--- config.mk ---
export PLATFORM = sky130hd
export DESIGN_NAME = vga_timing
export DESIGN_NICKNAME = d
export VERILOG_FILES = /design/src/vga_pkg.sv /design/src/vga_timing.sv
export SDC_FILE = /design/constraint.sdc
export NUM_CORES = 1
export LEC_CHECK = 0
export ABC_AREA = 1
export BUFFER_PORTS_ARGS = -buffer_cell sky130_fd_sc_hd__buf_2
export CORE_MARGIN = 2
export CORE_UTILIZATION = 40
export DETAILED_ROUTE_END_ITERATION = 10
export GPL_ROUTABILITY_DRIVEN = 0
export PLACE_DENSITY = 0.69
export SYNTH_ARGS = -nofsm -noshare
export SYNTH_HDL_FRONTEND = slang
export SYNTH_SLANG_ARGS = --single-unit
--- constraint.sdc ---
create_clock -name M10k_pll -period 4.6 [get_ports M10k_pll]
set_clock_uncertainty 0.05 [all_clocks]
set_input_delay 1.15 -clock M10k_pll [delete_from_list [all_inputs] [get_ports M10k_pll]]
set_output_delay 1.15 -clock M10k_pll [all_outputs]
set_load 0.02 [all_outputs]
--- src/vga_pkg.sv ---
package vga_pkg;

	////////////////////
	// scan geometry
	////////////////////

	// width of every x, y and buffer row coordinate
	localparam int coord_w = 10;

	////////////////////
	// pixel colour
	////////////////////

	// 3-3-2 fields, red in the top bits
	typedef struct packed {
		logic [2:0] red;
		logic [2:0] green;
		logic [1:0] blue;
	} rgb332_t;

	// one stored byte
	// the buffer keeps raw, the timing generator splits rgb
	typedef union packed {
		logic [7:0] raw;
		rgb332_t    rgb;
	} color_t;

	// registered pins toward the DAC
	typedef struct packed {
		logic       hsync;
		logic       vsync;
		logic       blank_n;
		logic [7:0] red;
		logic [7:0] green;
		logic [7:0] blue;
	} vga_out_t;

	// one phase enum for both counters
	typedef enum logic [1:0] {
		active,
		front,
		pulse,
		back
	} vga_phase_e;

endpackage

--- src/vga_timing.sv ---
`timescale 1ns/1ps

module vga_timing
	import vga_pkg::*;
#(
	parameter int h_active = 640,
	parameter int h_front  = 16,
	parameter int h_pulse  = 96,
	parameter int h_back   = 48,
	parameter int v_active = 480,
	parameter int v_front  = 10,
	parameter int v_pulse  = 2,
	parameter int v_back   = 33
) (
	input  logic               M10k_pll,
	input  logic               reset,
	input  logic               scan_enable,
	input  color_t             pixel,
	output logic [coord_w-1:0] next_x,
	output logic [coord_w-1:0] next_y,
	output vga_out_t           vga
);

	// phase and position inside the phase
	vga_phase_e         h_phase;
	vga_phase_e         v_phase;
	logic [coord_w-1:0] h_count;
	logic [coord_w-1:0] v_count;

	logic h_wrap;
	logic v_wrap;
	logic line_end;
	logic in_active;

	// first pipeline stage, lines up with the buffer read
	logic hs_d1;
	logic vs_d1;
	logic act_d1;

	// porch order: active, front, pulse, back, then around
	function automatic vga_phase_e phase_after(input vga_phase_e ph);
		case (ph)
			active:  return front;
			front:   return pulse;
			pulse:   return back;
			default: return active;
		endcase
	endfunction

	// last count value of a phase
	function automatic logic [coord_w-1:0] phase_last(input vga_phase_e ph, input int n_act,
			input int n_fr, input int n_pu, input int n_ba);
		int n;
		case (ph)
			active:  n = n_act;
			front:   n = n_fr;
			pulse:   n = n_pu;
			default: n = n_ba;
		endcase
		return coord_w'(n - 1);
	endfunction

	assign h_wrap    = (h_count == phase_last(h_phase, h_active, h_front, h_pulse, h_back));
	assign v_wrap    = (v_count == phase_last(v_phase, v_active, v_front, v_pulse, v_back));
	// vertical steps on the last back-porch pixel
	assign line_end  = h_wrap && (h_phase == back);
	assign in_active = (h_phase == active) && (v_phase == active);

	// address of the pixel wanted, zero outside the active area
	assign next_x = in_active ? h_count : '0;
	assign next_y = in_active ? v_count : '0;

	////////////////////
	// scan counters
	////////////////////

	always_ff @(posedge M10k_pll) begin
		// parked at the top-left corner until the first frame starts
		if (reset || !scan_enable) begin
			h_phase <= active;
			h_count <= '0;
			v_phase <= active;
			v_count <= '0;
		end else begin
			if (h_wrap) begin
				h_count <= '0;
				h_phase <= phase_after(h_phase);
			end else begin
				h_count <= h_count + 1'b1;
			end
			// one vertical step per finished line
			if (line_end) begin
				if (v_wrap) begin
					v_count <= '0;
					v_phase <= phase_after(v_phase);
				end else begin
					v_count <= v_count + 1'b1;
				end
			end
		end
	end

	////////////////////
	// output pipeline
	////////////////////

	// stage 1 waits on the buffer, stage 2 is the pin register
	always_ff @(posedge M10k_pll) begin
		if (reset || !scan_enable) begin
			hs_d1       <= 1'b1;
			vs_d1       <= 1'b1;
			act_d1      <= 1'b0;
			vga.hsync   <= 1'b1;
			vga.vsync   <= 1'b1;
			vga.blank_n <= 1'b0;
			vga.red     <= 8'h00;
			vga.green   <= 8'h00;
			vga.blue    <= 8'h00;
		end else begin
			hs_d1       <= (h_phase != pulse);
			vs_d1       <= (v_phase != pulse);
			act_d1      <= in_active;
			vga.hsync   <= hs_d1;
			vga.vsync   <= vs_d1;
			vga.blank_n <= act_d1;
			// 3-3-2 fields into the top of each channel, black in blanking
			vga.red     <= act_d1 ? {pixel.rgb.red, 5'b0} : 8'h00;
			vga.green   <= act_d1 ? {pixel.rgb.green, 5'b0} : 8'h00;
			vga.blue    <= act_d1 ? {pixel.rgb.blue, 6'b0} : 8'h00;
		end
	end

endmodule
==> results of run 1 <==
==> cell usage in the layout (no fill, tap or decap), drive strengths merged <==
cell type / n
a211oi: 1
a21oi: 15
a31oi: 1
buf: 42
bufinv: 1
clkbuf: 5
clkinv: 2
conb: 16
dfxtp: 38
ha: 12
inv: 61
nand2: 86
nand3: 18
nand4: 9
nor2: 73
nor3: 2
nor3b: 1
o211ai: 1
o21ai: 6
o21bai: 5
o31ai: 1
or2: 3
xor2: 5
==> cell families (layout without fill, tap and decap cells) <==
| family | count (synthesis) | after routing |
|---|---|---|
| and+or+nand+nor | 192 | 192 |
| buffers and inverters | 85 | 111 |
| DFF | 38 | 38 |
| AOI/OAI and AO/OA | 30 | 30 |
| adders and majority gates | 12 | 12 |
| xor gates and xnor gates | 5 | 5 |
| other | 1 | 16 |
==> sequential cells by signal, summed over array words and instances (netlist names) <==
register	cells
vga	11
h_count	10
v_count	10
h_phase	2
v_phase	2
act_d1	1
hs_d1	1
vs_d1	1
==> stage by stage <==
| stage | area (µm²) | utilization | hold slack [ns] |
|---|---|---|---|
| floorplan | 2435 | - | 0.3425 |
| global placement | 2565 | 0.4411 | 0.3452 |
| detailed placement | 2565 | 0.4411 | 0.3513 |
| CTS | 2674 | 0.4598 | 0.3692 |
| global route | 2674 | 0.4598 | 0.3944 |
| finish | 2674 | 0.4598 | 0.3650 |
==> final cells by class <==
cell class	instances	area share
flip-flops and latches	38	0.2845
repair buffers	42	0.07955
multi-input cells	255	0.4745
clock inverters	3	0.01497
well taps	75	0.03510
clock buffers	5	0.02574
inverters	61	0.08563
==> worst max-delay path, stage by stage (launching register included) <==
cell	delay, ns
dfxtp_1	0.36
inv_1	0.17
ha_1	0.30
nand2_1	0.48
nor2_1	0.25
buf_2	0.19
==> report_power, final <==
| part | internal [mW] | switching (mW) |
|---|---|---|
| Clock | 0.160 | 0.116 |
| Sequential | 0.331 | 0.00114 |
| Combinational | 0.00754 | 0.0243 |
| Total | 0.498 | 0.142 |
==> path summary, 6_finish.rpt <==
check	depth (start not counted)	slack (ns)	startpoint	end
max	5	1.37	h_phase[0]	next_x[5]
max reg2reg	12	2.29	v_phase[1]	v_phase[1]
min reg2reg	1	0.37	vs_d1	vga[25]
min	1	0.37	vs_d1	vga[25]
==> metal layers <==
layer  GRT usage  vias to the layer above  wire length (µm)
li1            -                     1150                 -
met5           0                        -                 0
met4     0.02542                        0                19
met2      0.2653                       52              2275
met3     0.03333                        2               227
met1      0.1948                      945              2322
==> impl_results.md, run 1 <==
- Sequential cell area: 760.7 µm²
- Post-Layout Cell Count: roughly 480
- Top-area cell type share of the netlist area: 0.3198
- Antenna Violating Nets Remaining: 0
- Root Buffer: clkbuf_8
- Worst EP required: between 3 and 4 ns
- Layout cells sized above 1: 0.1683
- # H-tree levels: 2
- Yosys cell types: 31
- Crit path arrival time: 2.03 ns
- Synth Cell Area: 2379 µm²
- First-pass DRT Iterations: 4
- Leak Pwr: 1.323 nW
- Largest family of logic cells by synthesized area: simple AND/OR/NAND/NOR gates
- Chip width: 81.11 µm
- Residual DRC: 0
- WL final: slightly below 5 mm
- Minimum clock period: between 3 and 4 ns
- Max_slew headroom: 0.5060
- Hold_buf cts: 0
- Vias per cell: about 4.5
- Longest Clk Path Bufs: 2
- Initial DRC Count: between 100 and 150
- Die height: a little over 80 µm
- Antenna violations before repair: 0
- Smallest setup slack after layout: approximately 1.4 ns
- Synth Flop Type: dfxtp_1
- Port bufs: 41
- Setup crit end kind: output port
- Hold/Removal Path Class: reg2reg
- Area occupied by multi-input gates: 1269 µm²
- Power, Total: 0.6403 mW
- Simple-gate share of the synthesized area: 0.3446
- Maxcap violations: 0
- Dpl hpwl: about 3.7 mm
- First-pass GRT wire length: 7.893 mm
- Critical Path Fanout Max: 21
- EDFF count, synth: 0
- Row cnt: 28
- Post-synthesis sequential area ratio: 0.3198
- Worst-path clk slew: 0.07 ns
- Setup repair after global routing missed its margin: false
- Post-CTS Setup Bufs: 0
- Worst Setup Start Kind: register
- CTS tree: built
- Status: complete, no violations
- Fin crit share: 0.7028
- Total Routing Usage GR: 0.1521
- Average wire per standard cell: between 10 and 15 µm
- Worst VDD drop: 0.0002063 V
- Die ar.: 6579 µm²
- Fmax achieved: 309.3 MHz
- Fillers: 633
- Core area: 5816 µm²
- Resized cells post-CTS: 0
- Setup TNS: 0 ns
- Diode count: 0
- Vias after detailed routing: 2,149
- Inserted Clock Buffers: 5
- Initial Utilization: 0.4090
- Synth Area in Compound Gates: 0.08206
- CTS sink cnt: 38
- Syn_area_per_cell: between 6 and 7 µm²
- Clock latency on the worst-skew pair: roughly 0.28 ns
- Setup CP Type: reg2out
- Slew of the pin with the lowest slew margin: 0.7393 ns
- Nets@finish: 426
- Leading area contributor after synthesis: dfxtp_1
- Layout area overhead: 12.41%
- FFs w/ async S/R, synth: 0
- Pre-CTS setup slack: 1.624 ns
- Synth area leaders: dfxtp_1 32%, nand2_1 14%, nor2_1 11%, inv_1 9.2%, ha_1 6.3%
- Final Hold Fails: 0
- Largest net degree at the start of global routing: 22
- PD cells: 239.5 nW/µm²
- Overflow after GRT: 0
- Mux contribution to synthesized area: 0
- Adder-Cell Fraction of Synth Area: 0.06312
- I/O pin total: 58
- Placed cells: about 470
- Final Max Slew Viols: 0
- Setup violations, final: 0
- Vias in the first global route: approximately 1,800
- Synth warn: 0
- Top cells by count, synth: 86 x nand2_1, 70 x nor2_1, 58 x inv_1
- Synth Area in XOR/XNOR: 0.01841
- Synth Instances: between 300 and 400
- Top-count cell post-synth: nand2_1
- Yosys reg bits: 38
No activity file was read; power rests on OpenSTA's default activity.
==> run 2: changes to the inputs <==
Clock period 4.6 ns to 3.35 ns, I/O delays scaled along.
==> run 2 against run 1 <==
  * Clock power increased by 38%
  * Clock-buffer cell count unchanged
  * Critical path depth stayed put
  * Non-clock buffer count is the same
  * Via count is 2.2% higher
  * Die area did not move
  * Highest routed layer unchanged
==> impl_results.md, run 2 (synthesized netlist as in run 1, its figures left out) <==
- Chip width: 81.11 µm
- Worst VDD drop: approximately 0.00027 V
- I/O pin total: slightly below 60
- Port bufs: 41
- CTS tree: built
- Setup TNS: 0 ns
- Longest Clk Path Bufs: 2
- Largest stage delay, worst path: 0.50 ns
- WL final: slightly below 5 mm
- Row cnt: 28
- Average wire per standard cell: 10.37 µm
- Initial Utilization: 0.4090
- Worst Setup Start Kind: register
- Diode count: 0
- Maxcap violations: 0
- Top Registers: vga (11), h_count (10), v_count (10)
- Levels on crit path: 5
- Resized cells post-CTS: 0
- Slew of the pin with the lowest slew margin: 0.7706 ns
- Vias in the first global route: 1,889
- PD cells: 330.2 nW/µm²
- FF-to-FF Start: v_phase[1]
- FF-to-FF End: v_phase[1]
- Layout area overhead: 12.41%
- Hold/Removal Path Class: reg2reg
- Setup crit end kind: output port
- Final Max Slew Viols: 0
- Fillers: 633
- Slowest cell on crit path: nand2_1
- Worst path bufs/invs: 2
- Crit path arrival time: 2.09 ns
- First-pass GRT wire length: 8.355 mm
- Setup repair after global routing missed its margin: false
- Worst-path clk slew: approximately 0.070 ns
- Die height: just over 80 µm
- Hold_buf cts: 0
- Post-DP Area: 2565 µm²
- Residual DRC: 0
- Total Routing Usage GR: 0.1630
- Most common cell after layout, fill and taps aside: nand2_1
- Worst EP required: 2.46 ns
- Largest net degree at the start of global routing: 22
- Critical Path Fanout Max: 21
- Final Hold Fails: 0
- Pre-CTS setup slack: 0.6829 ns
- Die ar.: roughly 6600 µm²
- Vias per cell: 4.585
- Most frequent cells in the layout: 86 x nand2_1, 70 x nor2_1, 58 x inv_1
- Power, Total: between 0.8 and 0.9 mW
- First-pass DRT Iterations: 5
- Design area: ~2700 µm²
- Inserted Clock Buffers: 5
- Fmax achieved: 335.7 MHz
- Leak Pwr: roughly 1.3 nW
- Nets@finish: 426
- Crit-path cells: inv_1, ha_1, nand2_1, nor2_1, buf_2
- Overflow after GRT: 0
- Vias after detailed routing: around 2,200
- Most flops, register: vga
- Antenna Violating Nets Remaining: 0
- Clock latency on the worst-skew pair: 0.29 ns
- CTS sink cnt: 38
- R2R depth: 12
- # H-tree levels: 2
- Fin crit share: 0.8891
- CP top delay family: simple AND/OR/NAND/NOR gates
- CP Launch Point: h_phase[0]
- Worst R2R Setup Slack: 1.09 ns
- Layout cells sized above 1: 0.1683
- Smallest setup slack after layout: between 0.3 and 0.4 ns
- Setup violations, final: 0
- Root Buffer: clkbuf_8
- Dpl hpwl: 3.899 mm
- Minimum clock period: 2.978 ns
- Max reg flops: 11
- Setup CP Type: reg2out
- Initial DRC Count: 129
- Critical Path Sink: next_x[4]
- Core area: about 5800 µm²
- Post-CTS Setup Bufs: 0
- Antenna violations before repair: 0
- Max_slew headroom: 0.4850
- Status: complete, no violations
## run 2: cell counts in the layout (fill, tap and decap cells not counted)
Identical to the previous run, type by type.
## run 2: final cells by class
type                            count  area [µm²]  share of cell area
Multi-Input combinational cell    255        1269              0.4745
Sequential cell                    38       760.7              0.2845
Inverter                           61       229.0             0.08563
Timing Repair Buffer               42       212.7             0.07955
Tap cell                           75       93.84             0.03510
Clock buffer                        5       68.82             0.02574
Clock inverter                      3       40.04             0.01497
## run 2: worst min-delay path by stage
stage / start / to / slack (ns) / depth (start not counted)
2_1_floorplan: vs_d1 / vga[25] / 0.34 / 1
3_3_place_gp: hs_d1 / vga[26] / 0.35 / 1
3_5_place_dp: hs_d1 / vga[26] / 0.36 / 1
4_1_cts: hs_d1 / vga[26] / 0.38 / 1
5_1_grt: vs_d1 / vga[25] / 0.40 / 1
6_report: hs_d1 / vga[26] / 0.38 / 1
## run 2: where the power goes
part | leakage, nW | internal (mW) | switching (mW)
registers | 0.307 | 0.455 | 0.00158
logic | 0.958 | 0.0104 | 0.0334
clock network | 0.0579 | 0.219 | 0.163
total | 1.32 | 0.684 | 0.198
## run 2: metal layers
metal | GRT usage | up-vias | wire (µm)
met5 | 0 | - | 0
met4 | 0.05932 | 0 | 51
met3 | 0.03556 | 6 | 259
met2 | 0.2769 | 46 | 2353
met1 | 0.2023 | 988 | 2302
li1 | - | 1156 | -
## run 2: metrics by stage
stage,util,std cells,hold slack [ns]
2_1_floorplan,-,378,0.3425
3_3_place_gp,0.4411,471,0.3451
3_5_place_dp,0.4411,471,0.3633
4_1_cts,0.4598,479,0.3821
5_1_grt,0.4598,479,0.4035
6_report,0.4598,479,0.3757
