===== src/vga_pkg.sv =====
package vga_pkg;

	////////////////////
	// scan geometry
	////////////////////

	// width of every x, y and buffer row coordinate
	localparam int coord_w = 10;

	////////////////////
	// pixel colour
	////////////////////

	// 3-3-2 fields, red in the top bits
	typedef struct packed {
		logic [2:0] red;
		logic [2:0] green;
		logic [1:0] blue;
	} rgb332_t;

	// one stored byte
	// the buffer keeps raw, the timing generator splits rgb
	typedef union packed {
		logic [7:0] raw;
		rgb332_t    rgb;
	} color_t;

	// registered pins toward the DAC
	typedef struct packed {
		logic       hsync;
		logic       vsync;
		logic       blank_n;
		logic [7:0] red;
		logic [7:0] green;
		logic [7:0] blue;
	} vga_out_t;

	// one phase enum for both counters
	typedef enum logic [1:0] {
		active,
		front,
		pulse,
		back
	} vga_phase_e;

endpackage


===== src/render_pkg.sv =====
package render_pkg;
	import vga_pkg::*;

	////////////////////
	// lane layout
	////////////////////

	// two engines, so one row bit picks the bank
	localparam int lanes = 2;

	// word address into a bank, wide enough for 640 x 240
	localparam int addr_w = 19;

	////////////////////
	// request / write
	////////////////////

	// pixel handed to both engines
	// lane 0 renders screen row 2*row, lane 1 renders 2*row+1
	typedef struct packed {
		logic [coord_w-1:0] x;
		logic [coord_w-1:0] row;
	} pixel_req_t;

	// one strobe writes both banks at the same address
	// data[0] goes to the even bank, data[1] to the odd bank
	typedef struct packed {
		logic                 we;
		logic [addr_w-1:0]    addr;
		color_t [lanes-1:0]   data;
	} fb_write_t;

endpackage


===== src/render_sequencer.sv =====
`timescale 1ns/1ps

module render_sequencer
	import vga_pkg::*;
	import render_pkg::*;
#(
	parameter int h_active = 640,
	parameter int v_active = 480
) (
	input  logic               M10k_pll,
	input  logic               reset,
	input  logic [lanes-1:0]   lane_done,
	input  color_t [lanes-1:0] lane_color,
	output logic               solver_start,
	output pixel_req_t         pixel_req,
	output fb_write_t          fb_write,
	output logic               frame_toggle,
	output logic               scan_enable
);

	// words per bank, also the pixel count of one pass
	localparam int depth = h_active * v_active / 2;
	localparam logic [coord_w-1:0] x_last = coord_w'(h_active - 1);

	typedef enum logic [2:0] {
		s_frame,
		s_start,
		s_settle,
		s_wait,
		s_write,
		s_advance
	} seq_state_e;

	seq_state_e        state;
	logic [addr_w-1:0] pix_addr;
	logic              last_pixel;

	// bank address of the pixel in flight
	assign pix_addr   = addr_w'(h_active) * addr_w'(pixel_req.row) + addr_w'(pixel_req.x);
	assign last_pixel = (pix_addr == addr_w'(depth - 1));

	// both engines kick off on the same cycle
	assign solver_start = (state == s_start);

	////////////////////
	// pixel walk
	////////////////////

	always_ff @(posedge M10k_pll) begin
		if (reset) begin
			state         <= s_frame;
			pixel_req     <= '0;
			fb_write.we   <= 1'b0;
			frame_toggle  <= 1'b0;
			scan_enable   <= 1'b0;
		end else begin
			unique case (state)
				// new pass, scan may run from here on
				s_frame: begin
					pixel_req    <= '0;
					frame_toggle <= ~frame_toggle;
					scan_enable  <= 1'b1;
					state        <= s_start;
				end
				s_start: begin
					state <= s_settle;
				end
				// engines drop done here, stale levels ignored
				s_settle: begin
					state <= s_wait;
				end
				// back-pressure point, hold until every lane finishes
				s_wait: begin
					if (&lane_done) begin
						fb_write.we   <= 1'b1;
						fb_write.addr <= pix_addr;
						fb_write.data <= lane_color;
						state         <= s_write;
					end
				end
				// strobe lasts just this cycle
				s_write: begin
					fb_write.we <= 1'b0;
					state       <= s_advance;
				end
				s_advance: begin
					if (last_pixel) begin
						state <= s_frame;
					end else begin
						// raster order, wrap x into the next row
						if (pixel_req.x == x_last) begin
							pixel_req.x   <= '0;
							pixel_req.row <= pixel_req.row + 1'b1;
						end else begin
							pixel_req.x <= pixel_req.x + 1'b1;
						end
						state <= s_start;
					end
				end
				default: begin
					state <= s_frame;
				end
			endcase
		end
	end

endmodule


===== config.mk =====
export PLATFORM = sky130hd
export DESIGN_NAME = render_sequencer
export DESIGN_NICKNAME = d
export VERILOG_FILES = /design/src/vga_pkg.sv /design/src/render_pkg.sv /design/src/render_sequencer.sv
export SDC_FILE = /design/constraint.sdc
export NUM_CORES = 1
export LEC_CHECK = 0
export ABC_AREA = 1
export BUFFER_PORTS_ARGS = -buffer_cell sky130_fd_sc_hd__buf_2
export CAP_MARGIN = 0
export CORE_ASPECT_RATIO = 2
export CORE_MARGIN = 5
export CORE_UTILIZATION = 51
export CTS_BUF_LIST = sky130_fd_sc_hd__clkbuf_4 sky130_fd_sc_hd__clkbuf_8
export DETAILED_ROUTE_END_ITERATION = 8
export PLACE_DENSITY_LB_ADDON = 0.1
export RECOVER_POWER = 25
export SYNTH_ARGS = -nofsm -noshare
export SYNTH_HDL_FRONTEND = slang
export SYNTH_SLANG_ARGS = --single-unit

===== constraint.sdc =====
create_clock -name M10k_pll -period 2.9 [get_ports M10k_pll]
set_input_delay 0.145 -clock M10k_pll [delete_from_list [all_inputs] [get_ports M10k_pll]]
set_output_delay 0.145 -clock M10k_pll [all_outputs]
set_load 0.05 [all_outputs]

==> reports/metrics.cfg, run 1 <==
[sta]
hold_viol_final=0
layout_min_cycle_time_ns=2.855
worst_slack_ns=0.04501
rsz0062_at_grt=yes
final_max_slew_viol_count=0
setup_violations=0
max-slew-margin-rel=0.5427
worst_slew_pin_slew_ns=0.6853
skew_ns=0.009277
timing.fmax_mhz=350.3
fin_crit_sh=0.9845

[setup_path]
cp-startpoint=pixel_req[1]
endpoint=pixel_req[14]
rr_startpoint=pixel_req[1]
ff2ff_path_depth=18
crit_chain=ha_4, ha_4, inv_2, fa_2, nor2_4, nand2_2, nor2_4, nand3_4, nor2_4, nand2_2, nand2_4, nand3_2, nor2_2, nand3_2, nand2_4, buf_12, nand3_4, a21oi_2
worst-r2r-setup-slack_ns=0.05
max_stage_delay_ns=0.45
start_kind=flop
cpMostUsedCell=nor2_4
crit_type=reg -> reg
arrival_ns=3.12
rr_endpoint=pixel_req[14]
cp_max_fo=7
slowest_stage=fa_2
cp-end-kind=flop
worstPathRequired_ns=3.17

[power]
p_comb_frac=0.092
power.clock.fraction=0.403
swShare=0.2434
power_density_nw_per_um2=380.6
pwr-share-seq=0.504
power.internal_mw=1.399
p_sw_mw=0.4502
irDropWorstVdd_uv=384.3
leakage_nw=2.154

[yosys]
synth_cell_types=35
yosysTopAreaCell=edfxtp_1
synth_area_per_cell_sq_um=8.262
netlist_instances=439
synth.top_cell.area_share=0.2898
syn_nets=482
syn-cell-area_sq_um=3627
ys_ff_latch=61
ys.warnings.count=0
synthTopCellsByArea=edfxtp_1, dfxtp_1, nand2_1
ys_seq_area_frac=0.4333

[global_routing]
grt-ovfl-total=0
grtUsageTotal=0.2053
grt_pass1_vias=3315
antenna_found_initial=0
grt_max_degree=29
grt_pass1_wl_um=14650

[placed_design]
post_dp_cell_area_sq_um=4257
gp_congestion=0.9036
place_ws_ns=-0.07458
io_buffers=78
dp_hpwl_um=6794

[floorplanning]
fp.coreArea_sq_um=6940
die_h_um=129.3
initial_utilization=0.5226
io_pins=79
num_rows=43
dieWidth_um=69.64
dieArea_sq_um=9001

[route]
num_vias=3425
drc=0
vias_per_cell=5.213
antenna_left=0
drt_first_pass_iters=4
drtIter0Drc=152
finalWirelength_um=9223
wl_per_cell_um=14.04

[clock_network]
cts_tree=built
clk_pin_slew_ns=0.07
clock-sinks=61
htree_levels=3
cts-root-buf=clkbuf_8
clk_path_buf_depth=2
cts-buffers-inserted=9
clk_latency_ns=0.34

[cells_and_area]
fin_area_sq_um=4860
layout.nets=604
drive_gt1_frac=0.3410
syn_to_final_growth_pct=33.98

[min_path]
hold_class=in -> reg

[run]
max-cap-violations=0

[run_status]
status=finished clean

## metal layers
| metal | track usage | vias up | wire, um |
|---|---|---|---|
| met1 | 0.1958 | 1602 | 3167 |
| met2 | 0.4020 | 108 | 5249 |
| li1 | - | 1686 | - |
| met3 | 0.04736 | 29 | 433 |
| met5 | 0 | - | 0 |
| met4 | 0.1038 | 0 | 372 |
## timing repair
action                     4_1_cts  5_1_grt
setup endpoints to repair       20       21
gates resized for setup         13       33
pin swaps                       10       21
hold buffers                    16        0
hold endpoints to repair        16        0
setup buffers                    2        4
gates cloned                     1        0
## synth_stat cells
library cell	number
a211oi_1	1
clkbuf_1	3
nand2_4	2
inv_2	5
nor3_1	6
a21oi_2	6
inv_1	51
dfxtp_1	26
fa_1	2
nand3_4	1
nand3_2	13
buf_2	2
or2_2	2
nor2_1	42
nand3_1	38
a21oi_1	16
nand4_1	7
nand2_1	113
nand2_2	8
nor3_4	1
o21bai_1	1
nand3b_1	3
o21ai_0	4
nor2_2	5
clkinv_1	2
buf_6	1
ha_1	21
o21ai_1	1
buf_4	7
edfxtp_1	35
a21o_1	1
nand4_4	1
xor2_1	8
nor2_4	1
nor4_1	3
## power by group through the flow
stage	logic [mW]	clock network, mW	registers (mW)
5_1_grt	0.183	0.802	0.934
3_3_place_gp	0.142	0	0.952
4_1_cts	0.166	0.762	0.933
3_5_place_dp	0.144	0	0.952
2_1_floorplan	0.0719	0	0.983
6_report	0.171	0.746	0.933
## worst min-delay path by stage
stage          depth (start not counted)  slack, ns      endpoint            from
6_report                               4       0.14      state[1]    lane_done[0]
5_1_grt                                4       0.17      state[1]    lane_done[0]
4_1_cts                                4       0.12      state[1]    lane_done[0]
3_5_place_dp                           1       0.32   fb_write[5]   lane_color[5]
3_3_place_gp                           1       0.32  fb_write[10]  lane_color[10]
2_1_floorplan                          1       0.21      state[0]           reset
## through the flow
stage	utilization	power, mW	hold slack (ns)	instances	TNS (ns)
6_report	0.7002	1.850	0.1353	657	0
5_1_grt	0.6998	1.919	0.1662	656	-1.332
3_5_place_dp	0.6133	1.097	0.3234	617	-0.6898
3_3_place_gp	0.6133	1.094	0.3224	617	-0.02112
2_1_floorplan	-	1.054	0.2074	439	0
4_1_cts	0.6751	1.861	0.1170	652	0
## registers in the layout, summed over array words and instances (netlist names)
| name | cells |
|---|---|
| fb_write | 36 |
| pixel_req | 20 |
| frame_toggle | 1 |
| state | 3 |
| scan_enable | 1 |
## cell families after synthesis
| family | count (synthesis) | share of synthesized area |
|---|---|---|
| AOI/OAI and AO/OA | 30 | 0.04967 |
| xor gates and xnor gates | 8 | 0.01932 |
| adders and majority gates | 23 | 0.08348 |
| buffers and inverters | 71 | 0.08348 |
| DFF | 61 | 0.4333 |
| and+or+nand+nor | 246 | 0.3308 |
## layout make-up
type                    instances  area, sq um
flip-flops and latches         61         1583
multi-input cells             308         1962
inverters                      58        217.7
diodes                          1        2.502
fillers                       576         2081
well taps                      90        112.6
clock inverters                 5        51.30
clock buffers                  11        145.1
repair buffers                123        785.8
## placed cells by master, fill, tap and decap left out, types with 2 or more instances in the layout
cell,instances
nand2_1,106
buf_2,69
inv_1,47
nor2_1,39
edfxtp_1,35
nand3_1,33
buf_4,26
dfxtp_1,21
ha_1,16
dlygate4sd3_1,16
nand2_2,13
a21oi_1,13
nand3_2,12
inv_2,10
clkbuf_8,10
a21oi_2,9
clkbuf_1,9
xor2_1,8
nand3_4,7
nand4_1,7
nor3_1,6
nor2_2,5
nor2_4,4
nand2_4,4
o21ai_0,4
ha_4,4
clkinv_1,3
nand3b_1,3
nor4_1,3
dfxtp_2,3
or2_2,2
fa_2,2
dfxtp_4,2
buf_12,2
## worst max-delay path, delay by kind of cell, from the launching register on
family | cells | cell delay (ns)
AO/OA/AOI/OAI | 1 | 0.15
AND/OR/NAND/NOR | 12 | 1.21
flip-flops | 1 | 0.36
adder cells (fa/ha/maj) | 3 | 0.84
buffers and inverters | 2 | 0.20
Note: power is estimated with default switching activity, not from simulation.
==> run 2: changes to the inputs <==
clock period = 2.4 ns   (was 2.9 ns; I/O delays follow)
==> run 2 against run 1 <==
The flow now finishes with violations (setup timing). Utilization up 2.8 points. Hold slack worse by 0.027 ns. Clock power up 37%. Final area up 3.9%. First-iteration DRC count up 9.2%. Final cell count up 4.4%. Wire length up 1.9%. Clock-buffer cell count down 2. Setup slack worse by 0.54 ns. Die area unchanged.
==> reports/metrics.cfg, run 2 (synthesized netlist as in run 1, its figures left out) <==
[run_status]
status=finished, violations left
violations=setup timing

[cells_and_area]
drive_gt1_frac=0.3691  ; +0.02814
reg.largest.list=fb_write (36), pixel_req (20), state (3)
layout_commonest_cell=nand2_1
layout.nets=634  ; +5.0%
nFillCells=545  ; -5.4%
largest_reg_flops=36  ; unchanged
syn_to_final_growth_pct=39.25
mostFrequentLayoutCells=nand2_1, buf_2, buf_4, inv_1, nor2_1
largest-register=fb_write
diodes=0  ; -1

[sta]
max-slew-margin-rel=0.6012  ; +0.05852
fin_crit_sh=1.207  ; +0.2224
final_max_slew_viol_count=0  ; unchanged
skew_ns=0.009454  ; +0.0001767 ns
worst_slack_ns=-0.4966  ; -0.5416 ns
tns_ns=-9.430  ; -9.430 ns
holdWs_ns=0.1082  ; -0.02703 ns
worst_slew_pin_slew_ns=0.6008  ; -0.08445 ns
timing.fmax_mhz=345.2  ; -1.4%
rsz0062_at_grt=yes
hold_viol_final=0  ; unchanged
layout_min_cycle_time_ns=2.897  ; +0.04158 ns
setup_violations=24  ; +24

[setup_path]
crit_chain=ha_4, ha_4, inv_2, fa_2, nor2_4, buf_4, nand3b_1, nand3_1, nand2_1, inv_1, nand2_1, nor2_2, nand3_2, nor2_2, nand3_2, nand2_4, buf_4, nand3_1, nand2_1, nor2_1
rr_startpoint=pixel_req[1]
rr_endpoint=pixel_req[11]
ff2ff_path_depth=20  ; +2
start_kind=flop
cp_top_family=simple AND/OR/NAND/NOR gates
slowest_stage=fa_2
path_depth=20  ; +2
worstPathRequired_ns=2.62  ; -0.55 ns
worst-r2r-setup-slack_ns=-0.50  ; -0.54 ns
cp-end-kind=flop
max_stage_delay_ns=0.46  ; about the same
endpoint=pixel_req[11]
arrival_ns=3.11  ; about the same
cp-startpoint=pixel_req[1]
cp_max_fo=7  ; unchanged
cpMostUsedCell=nand2_1
critPathBufInv=4  ; +2
crit_type=reg -> reg

[route]
antenna_left=0  ; unchanged
num_vias=3513  ; +2.6%
vias_per_cell=5.121  ; -1.8%
drc=0  ; unchanged
drtIter0Drc=166  ; +9.2%
wl_per_cell_um=13.70  ; -2.4%
drt_first_pass_iters=5  ; +1
finalWirelength_um=9400  ; +1.9%

[global_routing]
grt_pass1_vias=3491  ; +5.3%
grtUsageTotal=0.2107  ; +0.005449
grt-ovfl-total=0  ; unchanged
grt_pass1_wl_um=15120  ; +3.2%
antenna_found_initial=0  ; unchanged
grt_max_degree=36  ; +24%

[clock_network]
htree_levels=3  ; unchanged
clk_pin_slew_ns=0.07  ; about the same
clock-sinks=61  ; unchanged
cts-buffers-inserted=9  ; unchanged
cts-root-buf=clkbuf_8
clk_latency_ns=0.35  ; about the same
clk_path_buf_depth=2  ; unchanged
cts_tree=built

[power]
power_density_nw_per_um2=468.7  ; +23%
leakage_nw=2.317  ; +7.6%
irDropWorstVdd_uv=509.1  ; +32%

[floorplanning]
die_h_um=129.3  ; unchanged
num_rows=43  ; unchanged
fp.coreArea_sq_um=6940  ; unchanged
initial_utilization=0.5226  ; unchanged
io_pins=79  ; unchanged
dieArea_sq_um=9001  ; unchanged
dieWidth_um=69.64  ; unchanged

[min_path]
hold_class=in -> reg
hold_depth=4  ; unchanged

[placed_design]
io_buffers=78  ; unchanged
gp_congestion=0.9106  ; +0.77%
place_ws_ns=-0.6028  ; -0.5283 ns
dp_hpwl_um=6886  ; +1.4%

[run]
max-cap-violations=0  ; unchanged

-- run 2: cell types whose count changed in the layout (fill, tap and decap cells not counted), sizes merged --
cell,change
nand4,+1
inv,+1
buf,+30
clkinvlp,+1
clkinv,-1
clkbuf,-3
bufinv,+1
diode,-1
-- run 2: how the worst min path moves through the flow --
stage                        from     endpoint  slack (ns)
CTS                  lane_done[0]     state[1]        0.09
floorplan                   reset     state[0]        0.18
detailed placement  lane_color[6]  fb_write[6]        0.30
global route         lane_done[0]     state[0]        0.14
finish               lane_done[0]     state[1]        0.11
global placement    lane_color[9]  fb_write[9]        0.30
-- run 2: per-stage QoR --
stage | util | power [mW] | instance area (sq um) | instances
2_1_floorplan | - | 1.272 | 3680 | 439
3_3_place_gp | 0.6463 | 1.334 | 4486 | 644
3_5_place_dp | 0.6463 | 1.338 | 4486 | 644
4_1_cts | 0.7078 | 2.384 | 4912 | 678
5_1_grt | 0.7278 | 2.453 | 5051 | 686
6_report | 0.7278 | 2.368 | 5051 | 686
-- run 2: routing by layer --
layer | global-route usage | share of wire
met5 | 0 | 0
met4 | 0.1151 | 0.039
met3 | 0.05435 | 0.056
met2 | 0.4200 | 0.58
met1 | 0.1873 | 0.33
-- run 2: area by class of cell --
cell class	instances	area, sq um	area share
clock inverters	7	98.84	0.01957
well taps	90	112.6	0.02229
repair buffers	152	1013	0.2006
clock buffers	9	123.9	0.02452
inverters	58	219.0	0.04335
multi-input cells	309	1892	0.3745
flip-flops and latches	61	1592	0.3151
-- run 2: repair_timing --
| action | CTS | global route |
|---|---|---|
| cloned | 1 | 1 |
| gates resized for setup | 8 | 21 |
| endpoints found under the setup margin | 24 | 26 |
| endpoints found under the hold margin | 16 | 0 |
| hold buffers | 16 | 0 |
| pin swaps | 4 | 8 |
| setup buffers | 1 | 8 |
-- run 2: power breakdown --
group | switching, mW | internal [mW]
clock network | 0.435 | 0.589
logic | 0.143 | 0.0780
registers | 0.0115 | 1.11
total | 0.589 | 1.78
-- run 2: worst reg2reg max path, delay by kind of cell, from the launching register on --
kind	cells	cell delay (ns)
simple gates	13	1.21
fa+ha+maj	3	0.86
buf+inv	4	0.36
flops	1	0.35
